<file path="config.mk">
export PLATFORM = sky130hd
export DESIGN_NAME = mxv_top
export DESIGN_NICKNAME = d
export VERILOG_FILES = /design/src/hw/mxv_pkg.sv /design/src/hw/pe_if.sv /design/src/hw/mxv_apb_regs.sv /design/src/hw/mxv_ctrl.sv /design/src/hw/mxv_pe.sv /design/src/hw/matrix_bank.sv /design/src/hw/mxv_top.sv
export SDC_FILE = /design/constraint.sdc
export NUM_CORES = 1
export LEC_CHECK = 0
export BUFFER_PORTS_ARGS = -buffer_cell sky130_fd_sc_hd__clkbuf_2
export CAP_MARGIN = 20
export CELL_PAD_IN_SITES_DETAIL_PLACEMENT = 1
export CELL_PAD_IN_SITES_GLOBAL_PLACEMENT = 2
export CORE_ASPECT_RATIO = 2
export CORE_UTILIZATION = 30
export CTS_CLUSTER_SIZE = 28
export DETAILED_ROUTE_END_ITERATION = 12
export GPL_TIMING_DRIVEN = 0
export PLACE_DENSITY = 0.65
export SLEW_MARGIN = 30
export SYNTH_ARGS = -nofsm -noshare
export SYNTH_HDL_FRONTEND = slang
export SYNTH_SLANG_ARGS = --single-unit
</file>
<file path="constraint.sdc">
create_clock -name clk -period 16 [get_ports clk]
set_clock_uncertainty 0.1 [all_clocks]
set_input_delay 1.6 -clock clk [delete_from_list [all_inputs] [get_ports clk]]
set_output_delay 1.6 -clock clk [all_outputs]
set_load 0.02 [all_outputs]
</file>
<file path="src/hw/mxv_pkg.sv">
// Shared widths, element types and APB address map of the 4x4 matrix-vector unit
// State encoding of the run controller

package mxv_pkg;

	// ============================================================
	// Dimensions and types
	// ============================================================
	localparam int N = 4;                       // Matrix dimension

	typedef logic [7:0]  data_t;                // Unsigned matrix or vector element
	typedef logic [17:0] acc_t;                 // Dot product, holds 4 * 255 * 255
	typedef logic [1:0]  idx_t;                 // Row or column index
	typedef logic [3:0]  mat_addr_t;            // Row * N + column
	typedef logic [7:0]  apb_addr_t;            // APB byte address

	// ============================================================
	// APB register map
	// ============================================================
	localparam apb_addr_t ADDR_CTRL   = 8'h00;  // W bit 0 starts a run
	localparam apb_addr_t ADDR_STATUS = 8'h04;  // R bit 0 busy, bit 1 done
	localparam apb_addr_t ADDR_VEC    = 8'h10;  // Vector, 0x10 to 0x1C
	localparam apb_addr_t ADDR_MAT    = 8'h40;  // Matrix row-major, 0x40 to 0x7C
	localparam apb_addr_t ADDR_RES    = 8'h80;  // Results, 0x80 to 0x8C

	// ============================================================
	// Run controller states
	// ============================================================
	typedef enum logic [1:0]
	{
		IDLE,                                   // Waiting for a start write
		RUN,                                    // PEs working, collecting done pulses
		FINISH                                  // All rows complete, raise done
	} ctrl_state_e;

endpackage

</file>
<file path="src/hw/pe_if.sv">
// pe_ctrl_if, start/done handshake between run controller and one PE
// mem_rd_if, request/grant read channel from one PE into the matrix bank

`timescale 1ns/1ps

interface pe_ctrl_if;
	import mxv_pkg::*;

	logic start;                                // One-cycle pulse from controller
	logic done;                                 // One-cycle pulse at end of row
	acc_t result;                               // Valid from done until next start

	modport ctrl
	(
		output start,
		input  done,
		input  result
	);

	modport pe
	(
		input  start,
		output done,
		output result
	);
endinterface

interface mem_rd_if;
	import mxv_pkg::*;

	logic      req;                             // Held with addr until gnt
	mat_addr_t addr;                            // Element wanted by the client
	logic      gnt;                             // Request accepted this cycle
	data_t     rdata;                           // Valid the cycle after gnt

	modport client
	(
		output req,
		output addr,
		input  gnt,
		input  rdata
	);

	modport bank
	(
		input  req,
		input  addr,
		output gnt,
		output rdata
	);
endinterface

</file>
<file path="src/hw/mxv_apb_regs.sv">
// APB slave for the matrix-vector unit
// Holds the vector and captured results, forwards matrix writes, raises run_start

`timescale 1ns/1ps

module mxv_apb_regs
(
	input  logic                clk,
	input  logic                rst,
	input  logic                psel,
	input  logic                penable,
	input  logic                pwrite,
	input  mxv_pkg::apb_addr_t  paddr,
	input  logic [31:0]         pwdata,
	output logic [31:0]         prdata,
	output logic                pready,
	output logic                pslverr,

	input  logic                busy,
	input  logic                done_flag,
	output logic                run_start,

	output mxv_pkg::data_t      vec [mxv_pkg::N],
	input  mxv_pkg::acc_t       res [mxv_pkg::N],
	input  logic [mxv_pkg::N-1:0] res_valid,

	output logic                mat_we,
	output mxv_pkg::mat_addr_t  mat_waddr,
	output mxv_pkg::data_t      mat_wdata
);

	import mxv_pkg::*;

	logic access;                               // APB access phase
	logic wr;                                   // Write in access phase
	logic wr_ok;                                // Write not blocked by a run
	logic aligned;                              // Word address
	logic is_ctrl;
	logic is_status;
	logic is_vec;
	logic is_mat;
	logic is_res;
	logic mapped;
	idx_t elem_idx;                             // Vector or result slot
	acc_t res_q [N];                            // Captured PE results

	// ============================================================
	// Address decode
	// ============================================================
	assign access    = psel & penable;
	assign wr        = access & pwrite;
	assign wr_ok     = wr & ~busy;
	assign aligned   = (paddr[1:0] == 2'b00);
	assign is_ctrl   = (paddr == ADDR_CTRL);
	assign is_status = (paddr == ADDR_STATUS);
	assign is_vec    = aligned & (paddr[7:4] == ADDR_VEC[7:4]);   // 0x10..0x1C
	assign is_mat    = aligned & (paddr[7:6] == ADDR_MAT[7:6]);   // 0x40..0x7C
	assign is_res    = aligned & (paddr[7:4] == ADDR_RES[7:4]);   // 0x80..0x8C
	assign mapped    = is_ctrl | is_status | is_vec | is_mat | is_res;
	assign elem_idx  = paddr[3:2];

	assign pready  = 1'b1;                      // No wait states
	assign pslverr = access & (~mapped | (pwrite & busy & (is_ctrl | is_vec | is_mat)));

	// Matrix writes go straight to the bank, only while idle
	assign mat_we    = wr_ok & is_mat;
	assign mat_waddr = paddr[5:2];
	assign mat_wdata = pwdata[7:0];

	// ============================================================
	// Registers
	// ============================================================
	always_ff @(posedge clk, negedge rst)
	begin : ctrl_regs
		if (!rst)
		begin
			run_start <= 1'b0;
			for (int i = 0; i < N; i++)
				res_q[i] <= '0;
		end
		else
		begin
			run_start <= wr_ok & is_ctrl & pwdata[0];           // Single-cycle pulse
			for (int i = 0; i < N; i++)
				if (res_valid[i])
					res_q[i] <= res[i];                         // Latch row on its done
		end
	end : ctrl_regs

	always_ff @(posedge clk)
	begin : vec_regs
		if (wr_ok && is_vec)
			vec[elem_idx] <= pwdata[7:0];                       // Broadcast to all PEs
	end : vec_regs

	// Read mux, zero-extended
	always_comb
	begin
		prdata = '0;
		if (is_status)
			prdata[1:0] = {done_flag, busy};
		else if (is_vec)
			prdata = 32'(vec[elem_idx]);
		else if (is_res)
			prdata = 32'(res_q[elem_idx]);
	end

endmodule

</file>
<file path="src/hw/mxv_ctrl.sv">
// Run controller, starts the four PEs and gathers their done pulses
// Drives busy and the sticky done flag seen by status and irq

`timescale 1ns/1ps

module mxv_ctrl
(
	input  logic                    clk,
	input  logic                    rst,
	input  logic                    run_start,
	output logic                    busy,
	output logic                    done_flag,
	output logic [mxv_pkg::N-1:0]   res_valid,
	pe_ctrl_if.ctrl                 pe [mxv_pkg::N]
);

	import mxv_pkg::*;

	ctrl_state_e  state;
	logic         start_q;                      // Start pulse shared by all PEs
	logic [N-1:0] pe_done;                      // Done pulses this cycle
	logic [N-1:0] done_mask;                    // Rows finished so far

	for (genvar i = 0; i < N; i++)
	begin : g_pe
		assign pe[i].start = start_q;
		assign pe_done[i]  = pe[i].done;
	end

	assign res_valid = pe_done;                 // Result valid on its done cycle
	assign busy      = (state != IDLE);         // RUN and FINISH

	// ============================================================
	// State machine
	// ============================================================
	always_ff @(posedge clk, negedge rst)
	begin : fsm
		if (!rst)
		begin
			state     <= IDLE;
			start_q   <= 1'b0;
			done_mask <= '0;
			done_flag <= 1'b0;
		end
		else
		begin
			start_q <= 1'b0;
			case (state)
				IDLE:
				begin
					if (run_start)
					begin
						state     <= RUN;
						start_q   <= 1'b1;          // PEs see start in first RUN cycle
						done_mask <= '0;
						done_flag <= 1'b0;          // Clears irq
					end
				end

				RUN:
				begin
					done_mask <= done_mask | pe_done;
					if ((done_mask | pe_done) == {N{1'b1}})
						state <= FINISH;            // Every row reported
				end

				FINISH:
				begin
					done_flag <= 1'b1;
					state     <= IDLE;
				end

				default:
				begin
					state <= IDLE;
				end
			endcase
		end
	end : fsm

endmodule

</file>
<file path="src/hw/mxv_pe.sv">
// Processing element, multiply-accumulate over one matrix row
// Fetches each element through the arbitrated matrix bank port

`timescale 1ns/1ps

module mxv_pe
#(
	parameter mxv_pkg::idx_t ROW = '0           // Row this PE computes
)
(
	input  logic            clk,
	input  logic            rst,
	pe_ctrl_if.pe           ctl,
	mem_rd_if.client        rd,
	input  mxv_pkg::data_t  vec [mxv_pkg::N]
);

	import mxv_pkg::*;

	idx_t col;                                  // Current column
	acc_t acc;                                  // Running dot product
	acc_t product;
	logic req_q;                                // Waiting for a grant
	logic pend;                                 // Granted, data arrives now
	logic done_q;

	assign rd.req     = req_q;
	assign rd.addr    = {ROW, col};             // ROW * N + col
	assign ctl.done   = done_q;
	assign ctl.result = acc;

	assign product = acc_t'(rd.rdata) * acc_t'(vec[col]);

	// ============================================================
	// Row walk
	// ============================================================
	always_ff @(posedge clk, negedge rst)
	begin
		if (!rst)
		begin
			col    <= '0;
			acc    <= '0;
			req_q  <= 1'b0;
			pend   <= 1'b0;
			done_q <= 1'b0;
		end
		else
		begin
			done_q <= 1'b0;
			if (ctl.start)
			begin
				acc   <= '0;                    // Fresh row, no carry-in
				col   <= '0;
				req_q <= 1'b1;
				pend  <= 1'b0;
			end
			else
			begin
				if (req_q && rd.gnt)
				begin
					req_q <= 1'b0;              // Addr accepted by bank
					pend  <= 1'b1;
				end
				if (pend)
				begin
					acc  <= acc + product;
					pend <= 1'b0;
					if (col == idx_t'(N - 1))
						done_q <= 1'b1;         // Result valid with this pulse
					else
					begin
						col   <= col + 1'b1;
						req_q <= 1'b1;          // Next element
					end
				end
			end
		end
	end

endmodule

</file>
<file path="src/hw/matrix_bank.sv">
// Matrix store of N*N elements, written from APB
// Single read port shared by the PEs through a round-robin arbiter

`timescale 1ns/1ps

module matrix_bank
(
	input  logic                clk,
	input  logic                rst,
	input  logic                mat_we,
	input  mxv_pkg::mat_addr_t  mat_waddr,
	input  mxv_pkg::data_t      mat_wdata,
	mem_rd_if.bank              clients [mxv_pkg::N]
);

	import mxv_pkg::*;

	data_t     mem [N*N];                       // Row-major storage
	logic      [N-1:0] req_v;
	logic      [N-1:0] gnt_v;
	mat_addr_t addr_v [N];
	idx_t      ptr;                             // First client searched this cycle
	idx_t      sel;                             // Granted client
	logic      found;
	data_t     rdata_q;                         // Shared read data register

	for (genvar i = 0; i < N; i++)
	begin : g_client
		assign req_v[i]         = clients[i].req;
		assign addr_v[i]        = clients[i].addr;
		assign clients[i].gnt   = gnt_v[i];
		assign clients[i].rdata = rdata_q;      // Only the granted one samples it
	end

	// ============================================================
	// Round-robin arbiter
	// ============================================================
	always_comb
	begin : arb
		idx_t cand;
		found = 1'b0;
		sel   = ptr;
		gnt_v = '0;
		for (int k = 0; k < N; k++)
		begin
			cand = ptr + idx_t'(k);             // Wraps modulo N
			if (!found && req_v[cand])
			begin
				found = 1'b1;
				sel   = cand;
			end
		end
		if (found)
			gnt_v[sel] = 1'b1;
	end : arb

	always_ff @(posedge clk, negedge rst)
	begin
		if (!rst)
			ptr <= '0;                          // PE 0 has first priority
		else if (found)
			ptr <= sel + 1'b1;                  // Search after last winner
	end

	// ============================================================
	// Storage
	// ============================================================
	always_ff @(posedge clk)
	begin
		if (mat_we)
			mem[mat_waddr] <= mat_wdata;        // Only while controller idle
		if (found)
			rdata_q <= mem[addr_v[sel]];
	end

endmodule

</file>
<file path="src/hw/mxv_top.sv">
// Top level of the matrix-vector multiplier
// APB register block, run controller, four row PEs and the shared matrix bank

`timescale 1ns/1ps

module mxv_top
(
	input  logic                clk,
	input  logic                rst,
	input  logic                psel,
	input  logic                penable,
	input  logic                pwrite,
	input  mxv_pkg::apb_addr_t  paddr,
	input  logic [31:0]         pwdata,
	output logic [31:0]         prdata,
	output logic                pready,
	output logic                pslverr,
	output logic                irq
);

	import mxv_pkg::*;

	logic      busy;
	logic      done_flag;
	logic      run_start;
	logic      [N-1:0] res_valid;
	data_t     vec [N];                         // Broadcast vector
	acc_t      res [N];                         // One result per row
	logic      mat_we;
	mat_addr_t mat_waddr;
	data_t     mat_wdata;

	pe_ctrl_if pc [N] ();
	mem_rd_if  mr [N] ();

	assign irq = done_flag;                     // Level, cleared by next start

	mxv_apb_regs u_regs
	(
		.clk       (clk),
		.rst       (rst),
		.psel      (psel),
		.penable   (penable),
		.pwrite    (pwrite),
		.paddr     (paddr),
		.pwdata    (pwdata),
		.prdata    (prdata),
		.pready    (pready),
		.pslverr   (pslverr),
		.busy      (busy),
		.done_flag (done_flag),
		.run_start (run_start),
		.vec       (vec),
		.res       (res),
		.res_valid (res_valid),
		.mat_we    (mat_we),
		.mat_waddr (mat_waddr),
		.mat_wdata (mat_wdata)
	);

	mxv_ctrl u_ctrl
	(
		.clk       (clk),
		.rst       (rst),
		.run_start (run_start),
		.busy      (busy),
		.done_flag (done_flag),
		.res_valid (res_valid),
		.pe        (pc)
	);

	// One PE per matrix row
	for (genvar i = 0; i < N; i++)
	begin : g_pe
		assign res[i] = pc[i].result;

		mxv_pe #(.ROW(idx_t'(i))) u_pe
		(
			.clk (clk),
			.rst (rst),
			.ctl (pc[i]),
			.rd  (mr[i]),
			.vec (vec)
		);
	end

	matrix_bank u_bank
	(
		.clk       (clk),
		.rst       (rst),
		.mat_we    (mat_we),
		.mat_waddr (mat_waddr),
		.mat_wdata (mat_wdata),
		.clients   (mr)
	);

endmodule

</file>
==> reports/results.tsv, run 1 <==
metric	value	unit
final hold violations	0	
RSZ-0062 raised after global routing	no	
Max-cap violations	0	
Peak VDD IR	0.168	mV
Min Hold Slack	0.407	ns
Yosys warning total	0	
via/cell ratio	5.07	
ANT nets after route	0	
Setup WS pre-CTS	9.11	ns
Worst Setup Path Type	flop to flop	
Worst slew margin	31.6	%
share of the synthesized area in the top cell type	19.5	%
Worst Tran Pin Value	1.03	ns
DRT iter0 DRCs	732	
synth cell count leaders	414 x inv_1, 200 x fa_1, 175 x dfrtp_1, 174 x nand2_1	
Mapped Cells	2368	
# rows	152	
Slew Limit Fails	0	
Synth Area per Inst	10.9	um^2
crit end category	flop	
CTS resizes	0	
initial core utilization	30.2	%
clock root buffer	clkbuf_16	
Power Density	229	mW/mm^2
Post-CTS Repair Setup Buffers	0	
Hold WC Path Type	flop to flop	
fmax	0.153	GHz
CTS tree	built	
overflow left after global routing	0	
Netlist Area Pre-Place	0.0259	mm^2
largest net degree at the start of global routing	67	
dominant cells by area after synthesis	edfxtp_1 20%, dfrtp_1 17%, fa_1 15%	
Post-synth EDFFs	168	
nets@finish	2871	
clk buf depth	3	
H-Tree Depth	2	
share of cells above drive strength 1	12.5	%
port bufs	36	
via count of the first global-routing pass	20400	
reg-to-reg startpoint	u_bank.clients[0].rdata[5]	
data required time at the worst endpoint	16.35	ns
hold buffer count at CTS	0	
DR pass1 iterations	5	
die width	210	um
worst-path fanout max	10	
Period minus WS final	6.52	ns
DRC Markers	0	
setup TNS	0	ns
first-pass GRT wire length	135000	um
fin worst setup slack	9.48	ns
status	completed	
DP HPWL	73100	um
Post-Layout Cell Count	3567	
DRT Wirelength	90700	um
Die Ht	417	um
CTS Sinks	343	
count of cell types in the netlist	74	
routed wire length per instance	25.4	um
DP Area	0.0275	mm^2
period utilisation layout	40.7	%
Seq cells post-synth	343	
Syn-to-layout area delta	11.4	%
Worst-Skew Late Latency	0.60	ns
total number of vias	18100	
RePlAce Congestion	0.880	
final setup violation count	0	
Num CTS Buffers	37	
die area	0.0874	mm^2
fraction of the yosys area taken by sequential cells	36.4	%
core area	0.0856	mm^2
initial antenna violation count	0	
Worst-path clk slew	0.07	ns
io pins	80	
DP Cell Count	3497	
hold path startpoint	u_regs.res_q[8]	
CP Launch Type	flop	
worst setup path startpoint	u_bank.clients[0].rdata[5]	
GRT Total Usage	21.3	%
asr flop ratio synth	51.0	%
post-route cell area	0.0288	mm^2
Leak	0.0130	uW
area leader, netlist	edfxtp_1	
most numerous cell in the Yosys netlist	inv_1	
main flop type after synthesis	dfrtp_1	
arrival time worst endpoint	6.86	ns
[logic make-up after synthesis]
family	count (synthesis)	synth area share, %
simple gates	631	12.0
buf+inv	534	8.27
fa+ha+maj	368	23.6
flops	343	36.4
compound gates	245	7.16
mux	203	11.0
xor+xnor	42	1.42
other cells	2	0.0290
[power by group]
part           internal [uW]  switching [uW]  total (uW)
clock network            490             425         915
logic                   1910            2740        4650
registers                980            68.9        1050
total                   3380            3230        6610
[final timing paths]
kind,endpoint,depth (start not counted),slack [ns]
max,g_pe[0].u_pe.ctl.result[17],18,9.48
min,u_regs.res_q[8],1,0.41
max reg2reg,g_pe[0].u_pe.ctl.result[17],18,9.48
min reg2reg,u_regs.res_q[8],1,0.41
max in group asynchronous,g_pe[3].u_pe.ctl.result[5],3,13.85
min in group asynchronous,g_pe[0].u_pe.ctl.result[13],1,0.85
[area by class of cell]
class | count | area, um^2
antenna | 2 | 5.00
sequential | 343 | 9420
fill | 9528 | 56800
multi-input combinational | 1504 | 14400
buffer | 119 | 599
clock inverter | 29 | 304
timing repair buffer | 38 | 244
tap | 1078 | 1350
inverter | 415 | 1560
clock buffer | 39 | 943
[flip-flops by register name, summed over array words and instances (netlist names), 8 cells and up]
name / cells
g_pe.u_pe.col: 8
g_pe.u_pe.ctl.result: 72
u_bank.clients.rdata: 8
u_bank.mem: 128
u_regs.res_q: 72
u_regs.vec: 32
[stage by stage]
stage / power [uW] / util (%)
2_1_floorplan: 4480 / -
3_3_place_gp: 5650 / 32.1
3_5_place_dp: 5760 / 32.2
4_1_cts: 6720 / 33.6
5_1_grt: 7290 / 33.7
6_report: 6610 / 33.7
[metal layers]
layer,vias to the layer above,GRT usage (%),share of wire (%)
met5,-,0,0
met4,0,14.1,7.5
met2,321,41.7,56
met3,166,1.75,2.0
met1,9513,21.0,34
li1,8090,-,-
[cell usage in the layout, fill, tap and decap left out, types with 10 or more instances in the layout]
master       n
nor2_1     145
buf_2       14
mux4_2      58
a21boi_0    35
clkbuf_16   37
nand2_1    174
clkbuf_1    55
and2_1     155
a311oi_1    49
mux2_2      76
o21a_1      10
fa_1       200
edfxtp_1   168
inv_1      414
conb_1      15
dfrtp_1    175
a21oi_1     41
o21ai_0     28
xnor2_1     37
buf_4       17
and3_1      13
nor3_1      31
buf_1       12
mux2i_1     69
clkbuf_2    50
nand3_1     44
ha_1       168
[critical path, stage by stage (launching register included)]
cell	delay [ns]
edfxtp_1	0.70
clkbuf_1	0.78
nand2_1	0.16
fa_1	0.52
inv_1	0.06
fa_1	0.50
inv_1	0.06
fa_1	0.49
fa_1	0.50
inv_1	0.04
ha_1	0.31
o21ai_0	0.18
a21oi_1	0.10
o41ai_1	0.70
o311ai_0	0.40
nand3_1	0.19
and3b_1	0.35
xnor2_1	0.16
nor2_1	0.05
Note: power is estimated with default switching activity, not from simulation.
==> run 2: changes to the inputs <==
ABC_AREA = 1   (was unset)
PLACE_DENSITY = 0.72   (was 0.65)
clock period = 5.4 ns   (was 16 ns; I/O delays follow)
==> run 2 against run 1 <==
Wire length up 9.9%; global-route usage increased by 1.9 points; sequential share of layout area down 1.3 points.
==> reports/results.tsv, run 2 <==
metric	value	unit	change
RSZ-0062 raised after global routing	yes		was no
status	completed		unchanged
Netlist Area Pre-Place	0.0260	mm^2	was 0.0259 mm^2
initial antenna violation count	1		was 0
ANT nets after route	0		unchanged
critical path endpoint	g_pe[0].u_pe.ctl.result[15]		was g_pe[0].u_pe.ctl.result[17]
Yosys warning total	0		unchanged
DR pass1 iterations	5		unchanged
CTS tree	built		unchanged
dominant cells by area after synthesis	edfxtp_1 19%, dfrtp_1 17%, fa_1 15%		was edfxtp_1 20%, dfrtp_1 17%, fa_1 15%
total number of vias	21200		was 18100
Worst slew margin	33.6	%	was 31.6%
most numerous cell in the Yosys netlist	inv_1		unchanged
via count of the first global-routing pass	23100		was 20400
Die Ht	418	um	was 417 um
critical path depth	20		was 18
RePlAce Congestion	0.947		was 0.880
DRT iter0 DRCs	992		was 732
fmax	0.192	GHz	was 0.153 GHz
count of cell types in the netlist	51		was 74
clock root buffer	clkbuf_16		unchanged
port bufs	40		was 36
crit-path max cell delay	0.50	ns	was 0.78 ns
Worst-Skew Late Latency	0.56	ns	was 0.60 ns
reg-to-reg startpoint	g_pe[0].u_pe.col[0]		was u_bank.clients[0].rdata[5]
area leader, netlist	edfxtp_1		unchanged
Worst-path clk slew	0.08	ns	was 0.07 ns
worst path cell trace	inv_4 > clkbuf_8 > o211ai_1 > nand2_2 > buf_4 > nor2_1 > ha_1 > fa_1 > fa_1 > inv_1 > fa_1 > inv_1 > ha_1 > a21oi_2 > o21ai_0 > a21oi_1 > nand2_1 > a31o_2 > or2_2 > a32o_1		was clkbuf_1 > nand2_1 > fa_1 > inv_1 > fa_1 > inv_1 > fa_1 > fa_1 > inv_1 > ha_1 > o21ai_0 > a21oi_1 > o41ai_1 > o311ai_0 > nand3_1 > and3b_1 > xnor2_1 > nor2_1
data required time at the worst endpoint	5.77	ns	was 16.35 ns
CP Launch Type	flop		unchanged
share of the synthesized area in the top cell type	19.4	%	was 19.5%
first-pass GRT wire length	148000	um	was 135000 um
CTS Sinks	343		unchanged
Syn-to-layout area delta	15.4	%	was 11.4%
GRT Total Usage	23.2	%	was 21.3%
share of cells above drive strength 1	13.4	%	was 12.5%
crit end category	flop		unchanged
Setup WS pre-CTS	-0.881	ns	was 9.11 ns
via/cell ratio	4.84		was 5.07
Most flops, register	u_bank.mem		unchanged
Period minus WS final	5.21	ns	was 6.52 ns
core area	0.0858	mm^2	was 0.0856 mm^2
Critical-path top delay cell	fa_1		was clkbuf_1
synth cell count leaders	668 x inv_1, 547 x nand2_1, 258 x nor2_1, 220 x nand3_1, 200 x fa_1		was 414 x inv_1, 200 x fa_1, 175 x dfrtp_1, 174 x nand2_1
Num CTS Buffers	37		unchanged
CP Buf/Inv Count	5		was 4
Worst Setup Path Type	flop to flop		unchanged
fin worst setup slack	0.189	ns	was 9.48 ns
FF-to-FF End	g_pe[0].u_pe.ctl.result[15]		was g_pe[0].u_pe.ctl.result[17]
H-Tree Depth	2		unchanged
# rows	152		unchanged
io pins	80		unchanged
register-to-register setup slack	0.19	ns	was 9.48 ns
nets@finish	3610		was 2871
initial core utilization	30.3	%	was 30.2%
DRC Markers	0		unchanged
period utilisation layout	96.5	%	was 40.7%
Most common cell on crit path	fa_1		unchanged
cell family with most CP delay	adder cells		unchanged
fin util	35.0	%	was 33.7%
worst-path fanout max	10		unchanged
asr flop ratio synth	51.0	%	unchanged
Mapped Cells	3042		was 2368
worst setup path startpoint	g_pe[0].u_pe.col[0]		was u_bank.clients[0].rdata[5]
die area	0.0880	mm^2	was 0.0874 mm^2
Hold WC Path Type	input pin to flop		was flop to flop
Post-synth EDFFs	168		unchanged
Worst Tran Pin Value	0.992	ns	was 1.03 ns
Seq cells post-synth	343		unchanged
commonest non-fill, non-tap cell in the layout	inv_1		unchanged
setup TNS	0	ns	unchanged
DP HPWL	80300	um	was 73100 um
routed wire length per instance	22.8	um	was 25.4 um
final setup violation count	0		unchanged
final hold violations	0		unchanged
fraction of the yosys area taken by sequential cells	36.2	%	was 36.4%
Slew Limit Fails	0		unchanged
Max-cap violations	0		unchanged
clk buf depth	3		unchanged
overflow left after global routing	0		unchanged
arrival time worst endpoint	5.58	ns	was 6.86 ns
most frequent cells in the layout	643 x inv_1, 513 x nand2_1, 255 x nor2_1		was 414 x inv_1, 200 x fa_1, 175 x dfrtp_1
depth of the most critical reg-to-reg path	20		was 18
largest net degree at the start of global routing	70		was 67
number of flip-flops under the largest register name	128		unchanged
Synth Area per Inst	8.55	um^2	was 10.9 um^2
DRT Wirelength	99700	um	was 90700 um
die width	210	um	about the same
main flop type after synthesis	dfrtp_1		unchanged
[run 2: changes by cell type after synthesis, sizes merged, moves of 69 or more]
cell | before | now
nand2 | 175 | 561
nor2 | 145 | 259
and2 | 155 | 0
a21oi | 41 | 144
o21ai | 29 | 134
inv | 415 | 672
nand3 | 44 | 221
mux2i | 69 | 0
[run 2: kinds of logic (layout without fill, tap and decap cells)]
logic type,count (synthesis),in the layout,share of synthesized area [%]
muxes,19,19,0.822
buffers and inverters,796,966,12.1
adders and majority gates,368,368,23.5
DFF,343,343,36.2
other,2,16,0.0289
AOI/OAI and AO/OA,400,400,8.85
and+or+nand+nor,1083,1083,17.4
xor gates and xnor gates,31,31,1.04
[run 2: repair_timing]
item                                   in CTS  in global routing
endpoints found under the hold margin      39                  0
gates resized for setup                   111                127
setup buffers                              31                 31
hold buffers                                1                  0
pin swaps                                  11                 46
setup endpoints to repair                  36                 19
[run 2: cell type report]
cell class / count / area [um^2]
Timing Repair Buffer: 105 / 739
Fill cell: 10100 / 55700
Antenna cell: 1 / 2.50
Multi-Input combinational cell: 1916 / 13900
Clock buffer: 48 / 1060
Clock inverter: 19 / 160
Buffer: 118 / 732
Tap cell: 1155 / 1450
Sequential cell: 343 / 9430
Inverter: 676 / 2570
[run 2: worst min-delay path by stage]
stage	from	cells past startpoint	end	slack [ns]
final	psel	3	u_regs.run_start	0.27
after global routing	penable	3	u_regs.run_start	0.29
after CTS	penable	3	u_regs.run_start	0.25
after detailed placement	u_ctrl.done_mask[0]	2	u_ctrl.done_mask[0]	0.36
after global placement	u_ctrl.done_mask[0]	2	u_ctrl.done_mask[0]	0.36
after floorplan	rst	0	g_pe[0].u_pe.col[0]	0.14
[run 2: tightest hold or removal path: stages]
cell	delay, ns
clkbuf_2	0.11
nand4_1	0.16
nor3b_1	0.07
[run 2: per-stage QoR]
step / hold WS (ns) / instances / area (um^2)
floorplan: 0.144 / 3055 / 26100
global placement: 0.361 / 4250 / 27700
detailed placement: 0.361 / 4252 / 27800
CTS: 0.247 / 4349 / 29500
global route: 0.286 / 4381 / 30000
finish: 0.268 / 4381 / 30000
[run 2: routing by layer]
metal | track usage [%] | wire [um] | vias up
li1 | - | - | 9853
met1 | 22.0 | 33000 | 10700
met2 | 45.9 | 55800 | 414
met3 | 1.69 | 2230 | 237
met4 | 17.1 | 8790 | 0
met5 | 0 | 0 | -
Power of run 2 is left out: the tool's default activity adds up to more than one toggle a clock period on the data nets, which glitch-free logic cannot reach.
==> run 3: changes to the inputs <==
==> constraint.sdc (replaced) <==
create_clock -name clk -period 5.4 [get_ports clk]
set_clock_uncertainty 0.1 [all_clocks]
set_input_delay 0.27 -clock clk [delete_from_list [all_inputs] [get_ports clk]]
set_output_delay 0.27 -clock clk [all_outputs]
set_load 0.02 [all_outputs]
==> run 3 against run 2 <==
Global-route usage is essentially flat; final cell count is essentially flat; utilization is essentially flat; first-iteration DRC count shrank 2.7%; fmax shrank 0.45%; highest routed layer unchanged; sequential share of layout area is essentially flat; die area is the same; wire length is essentially flat; critical path depth is the same; design area is essentially flat.
==> reports/results.tsv, run 3 (synthesized netlist as in run 2, its figures left out) <==
metric	value	unit	change
crit-path max cell delay	0.56	ns	was 0.50 ns
die width	210	um	unchanged
fmax	0.191	GHz	was 0.192 GHz
commonest non-fill, non-tap cell in the layout	inv_1		unchanged
nets@finish	3612		was 3610
data required time at the worst endpoint	5.76	ns	was 5.77 ns
Die Ht	418	um	unchanged
CTS tree	built		unchanged
Worst-Skew Late Latency	0.56	ns	about the same
worst-path fanout max	10		unchanged
crit end category	flop		unchanged
DP HPWL	80300	um	unchanged
final setup violation count	0		unchanged
cell family with most CP delay	adder cells		unchanged
share of cells above drive strength 1	13.4	%	about the same
H-Tree Depth	2		unchanged
worst path cell trace	inv_4 > clkbuf_8 > o211ai_1 > nand2_2 > buf_4 > nor2_1 > fa_1 > fa_1 > fa_1 > inv_1 > fa_1 > inv_1 > ha_4 > a21oi_2 > o21ai_2 > a21oi_2 > nand2_2 > a31o_2 > or2_2 > a32o_1		was inv_4 > clkbuf_8 > o211ai_1 > nand2_2 > buf_4 > nor2_1 > ha_1 > fa_1 > fa_1 > inv_1 > fa_1 > inv_1 > ha_1 > a21oi_2 > o21ai_0 > a21oi_1 > nand2_1 > a31o_2 > or2_2 > a32o_1
Num CTS Buffers	37		unchanged
total number of vias	21200		about the same
DRT Wirelength	99800	um	was 99700 um
Worst Setup Path Type	flop to flop		unchanged
period utilisation layout	96.9	%	was 96.5%
RSZ-0062 raised after global routing	yes		unchanged
met1 WL	32900	um	was 33000 um
most frequent cells in the layout	643 x inv_1, 513 x nand2_1, 255 x nor2_1		unchanged
Setup WS pre-CTS	-0.881	ns	unchanged
Slew Limit Fails	0		unchanged
post-route cell area	0.0301	mm^2	was 0.0300 mm^2
port bufs	40		unchanged
Worst Tran Pin Value	0.977	ns	was 0.992 ns
via count of the first global-routing pass	23200		was 23100
Worst-path clk slew	0.08	ns	about the same
Critical-path top delay cell	fa_1		unchanged
core area	0.0858	mm^2	unchanged
fin util	35.0	%	about the same
Top Layer Used	met4		unchanged
GRT Total Usage	23.2	%	about the same
ANT nets after route	0		unchanged
Max-cap violations	0		unchanged
Most common cell on crit path	fa_1		unchanged
clk buf depth	3		unchanged
RePlAce Congestion	0.947		unchanged
CTS Sinks	343		unchanged
WL met2	56000	um	was 55800 um
fin worst setup slack	0.165	ns	was 0.189 ns
arrival time worst endpoint	5.59	ns	was 5.58 ns
die area	0.0880	mm^2	unchanged
CP Buf/Inv Count	5		unchanged
DP Area	0.0278	mm^2	unchanged
io pins	80		unchanged
met3 wire length	2280	um	was 2230 um
via/cell ratio	4.84		about the same
# rows	152		unchanged
Worst slew margin	34.6	%	was 33.6%
number of flip-flops under the largest register name	128		unchanged
CP Launch Type	flop		unchanged
Period minus WS final	5.23	ns	was 5.21 ns
first-pass GRT wire length	148000	um	about the same
Most flops, register	u_bank.mem		unchanged
initial antenna violation count	1		unchanged
largest net degree at the start of global routing	70		unchanged
clock root buffer	clkbuf_16		unchanged
routed wire length per instance	22.8	um	about the same
final hold violations	0		unchanged
status	completed		unchanged
initial core utilization	30.3	%	unchanged
Syn-to-layout area delta	15.5	%	was 15.4%
setup TNS	0	ns	unchanged
overflow left after global routing	0		unchanged
DRC Markers	0		unchanged
DRT iter0 DRCs	965		was 992
DR pass1 iterations	5		unchanged
Hold WC Path Type	input pin to asynchronous set/reset pin		was input pin to flop
## run 3: final timing paths
path	startpoint	depth (start not counted)	slack, ns	to
hold / removal	rst	2	0.08	g_pe[0].u_pe.ctl.result[12]
setup / recovery	g_pe[1].u_pe.col[0]	20	0.17	g_pe[1].u_pe.ctl.result[15]
max in group asynchronous	rst	4	3.92	g_pe[3].u_pe.col[0]
hold reg to reg	u_ctrl.done_mask[0]	2	0.38	u_ctrl.done_mask[0]
min in group clk	paddr[7]	6	0.11	u_regs.run_start
setup reg to reg	g_pe[1].u_pe.col[0]	20	0.17	g_pe[1].u_pe.ctl.result[15]
## run 3: timing repair
action / CTS / global route
hold buffers: 3 / 0
setup buffers: 31 / 31
endpoints found under the hold margin: 107 / 0
pin swaps: 11 / 46
gates resized for setup: 111 / 127
endpoints found under the setup margin: 36 / 19
## run 3: metal layers
layer / global-route usage [%] / vias up
li1: - / 9857
met1: 22.0 / 10700
met5: 0 / -
met4: 17.2 / 0
met3: 1.71 / 231
met2: 45.9 / 435
## run 3: per-stage QoR
stage,cells,hold slack [ns]
2_1_floorplan,3055,-0.126
3_3_place_gp,4250,0.361
3_5_place_dp,4252,0.133
4_1_cts,4351,0.0690
5_1_grt,4383,0.104
6_report,4383,0.0789
## run 3: worst register-to-register path, stage by stage (launching register included)
cell	delay [ns]
dfrtp_2	0.49
inv_4	0.08
clkbuf_8	0.17
o211ai_1	0.24
nand2_2	0.18
buf_4	0.18
nor2_1	0.11
fa_1	0.47
fa_1	0.56
fa_1	0.52
inv_1	0.05
fa_1	0.49
inv_1	0.06
ha_4	0.24
a21oi_2	0.16
o21ai_2	0.09
a21oi_2	0.15
nand2_2	0.10
a31o_2	0.21
or2_2	0.27
a32o_1	0.21
## run 3: area by class of cell
type | count | area, um^2
buffer | 118 | 732
clock buffer | 48 | 1060
clock inverter | 19 | 160
multi-input combinational | 1916 | 13900
sequential | 343 | 9430
tap | 1155 | 1450
antenna | 1 | 2.50
timing repair buffer | 107 | 759
fill | 10100 | 55700
inverter | 676 | 2570
Power of run 3 is left out for the same reason.
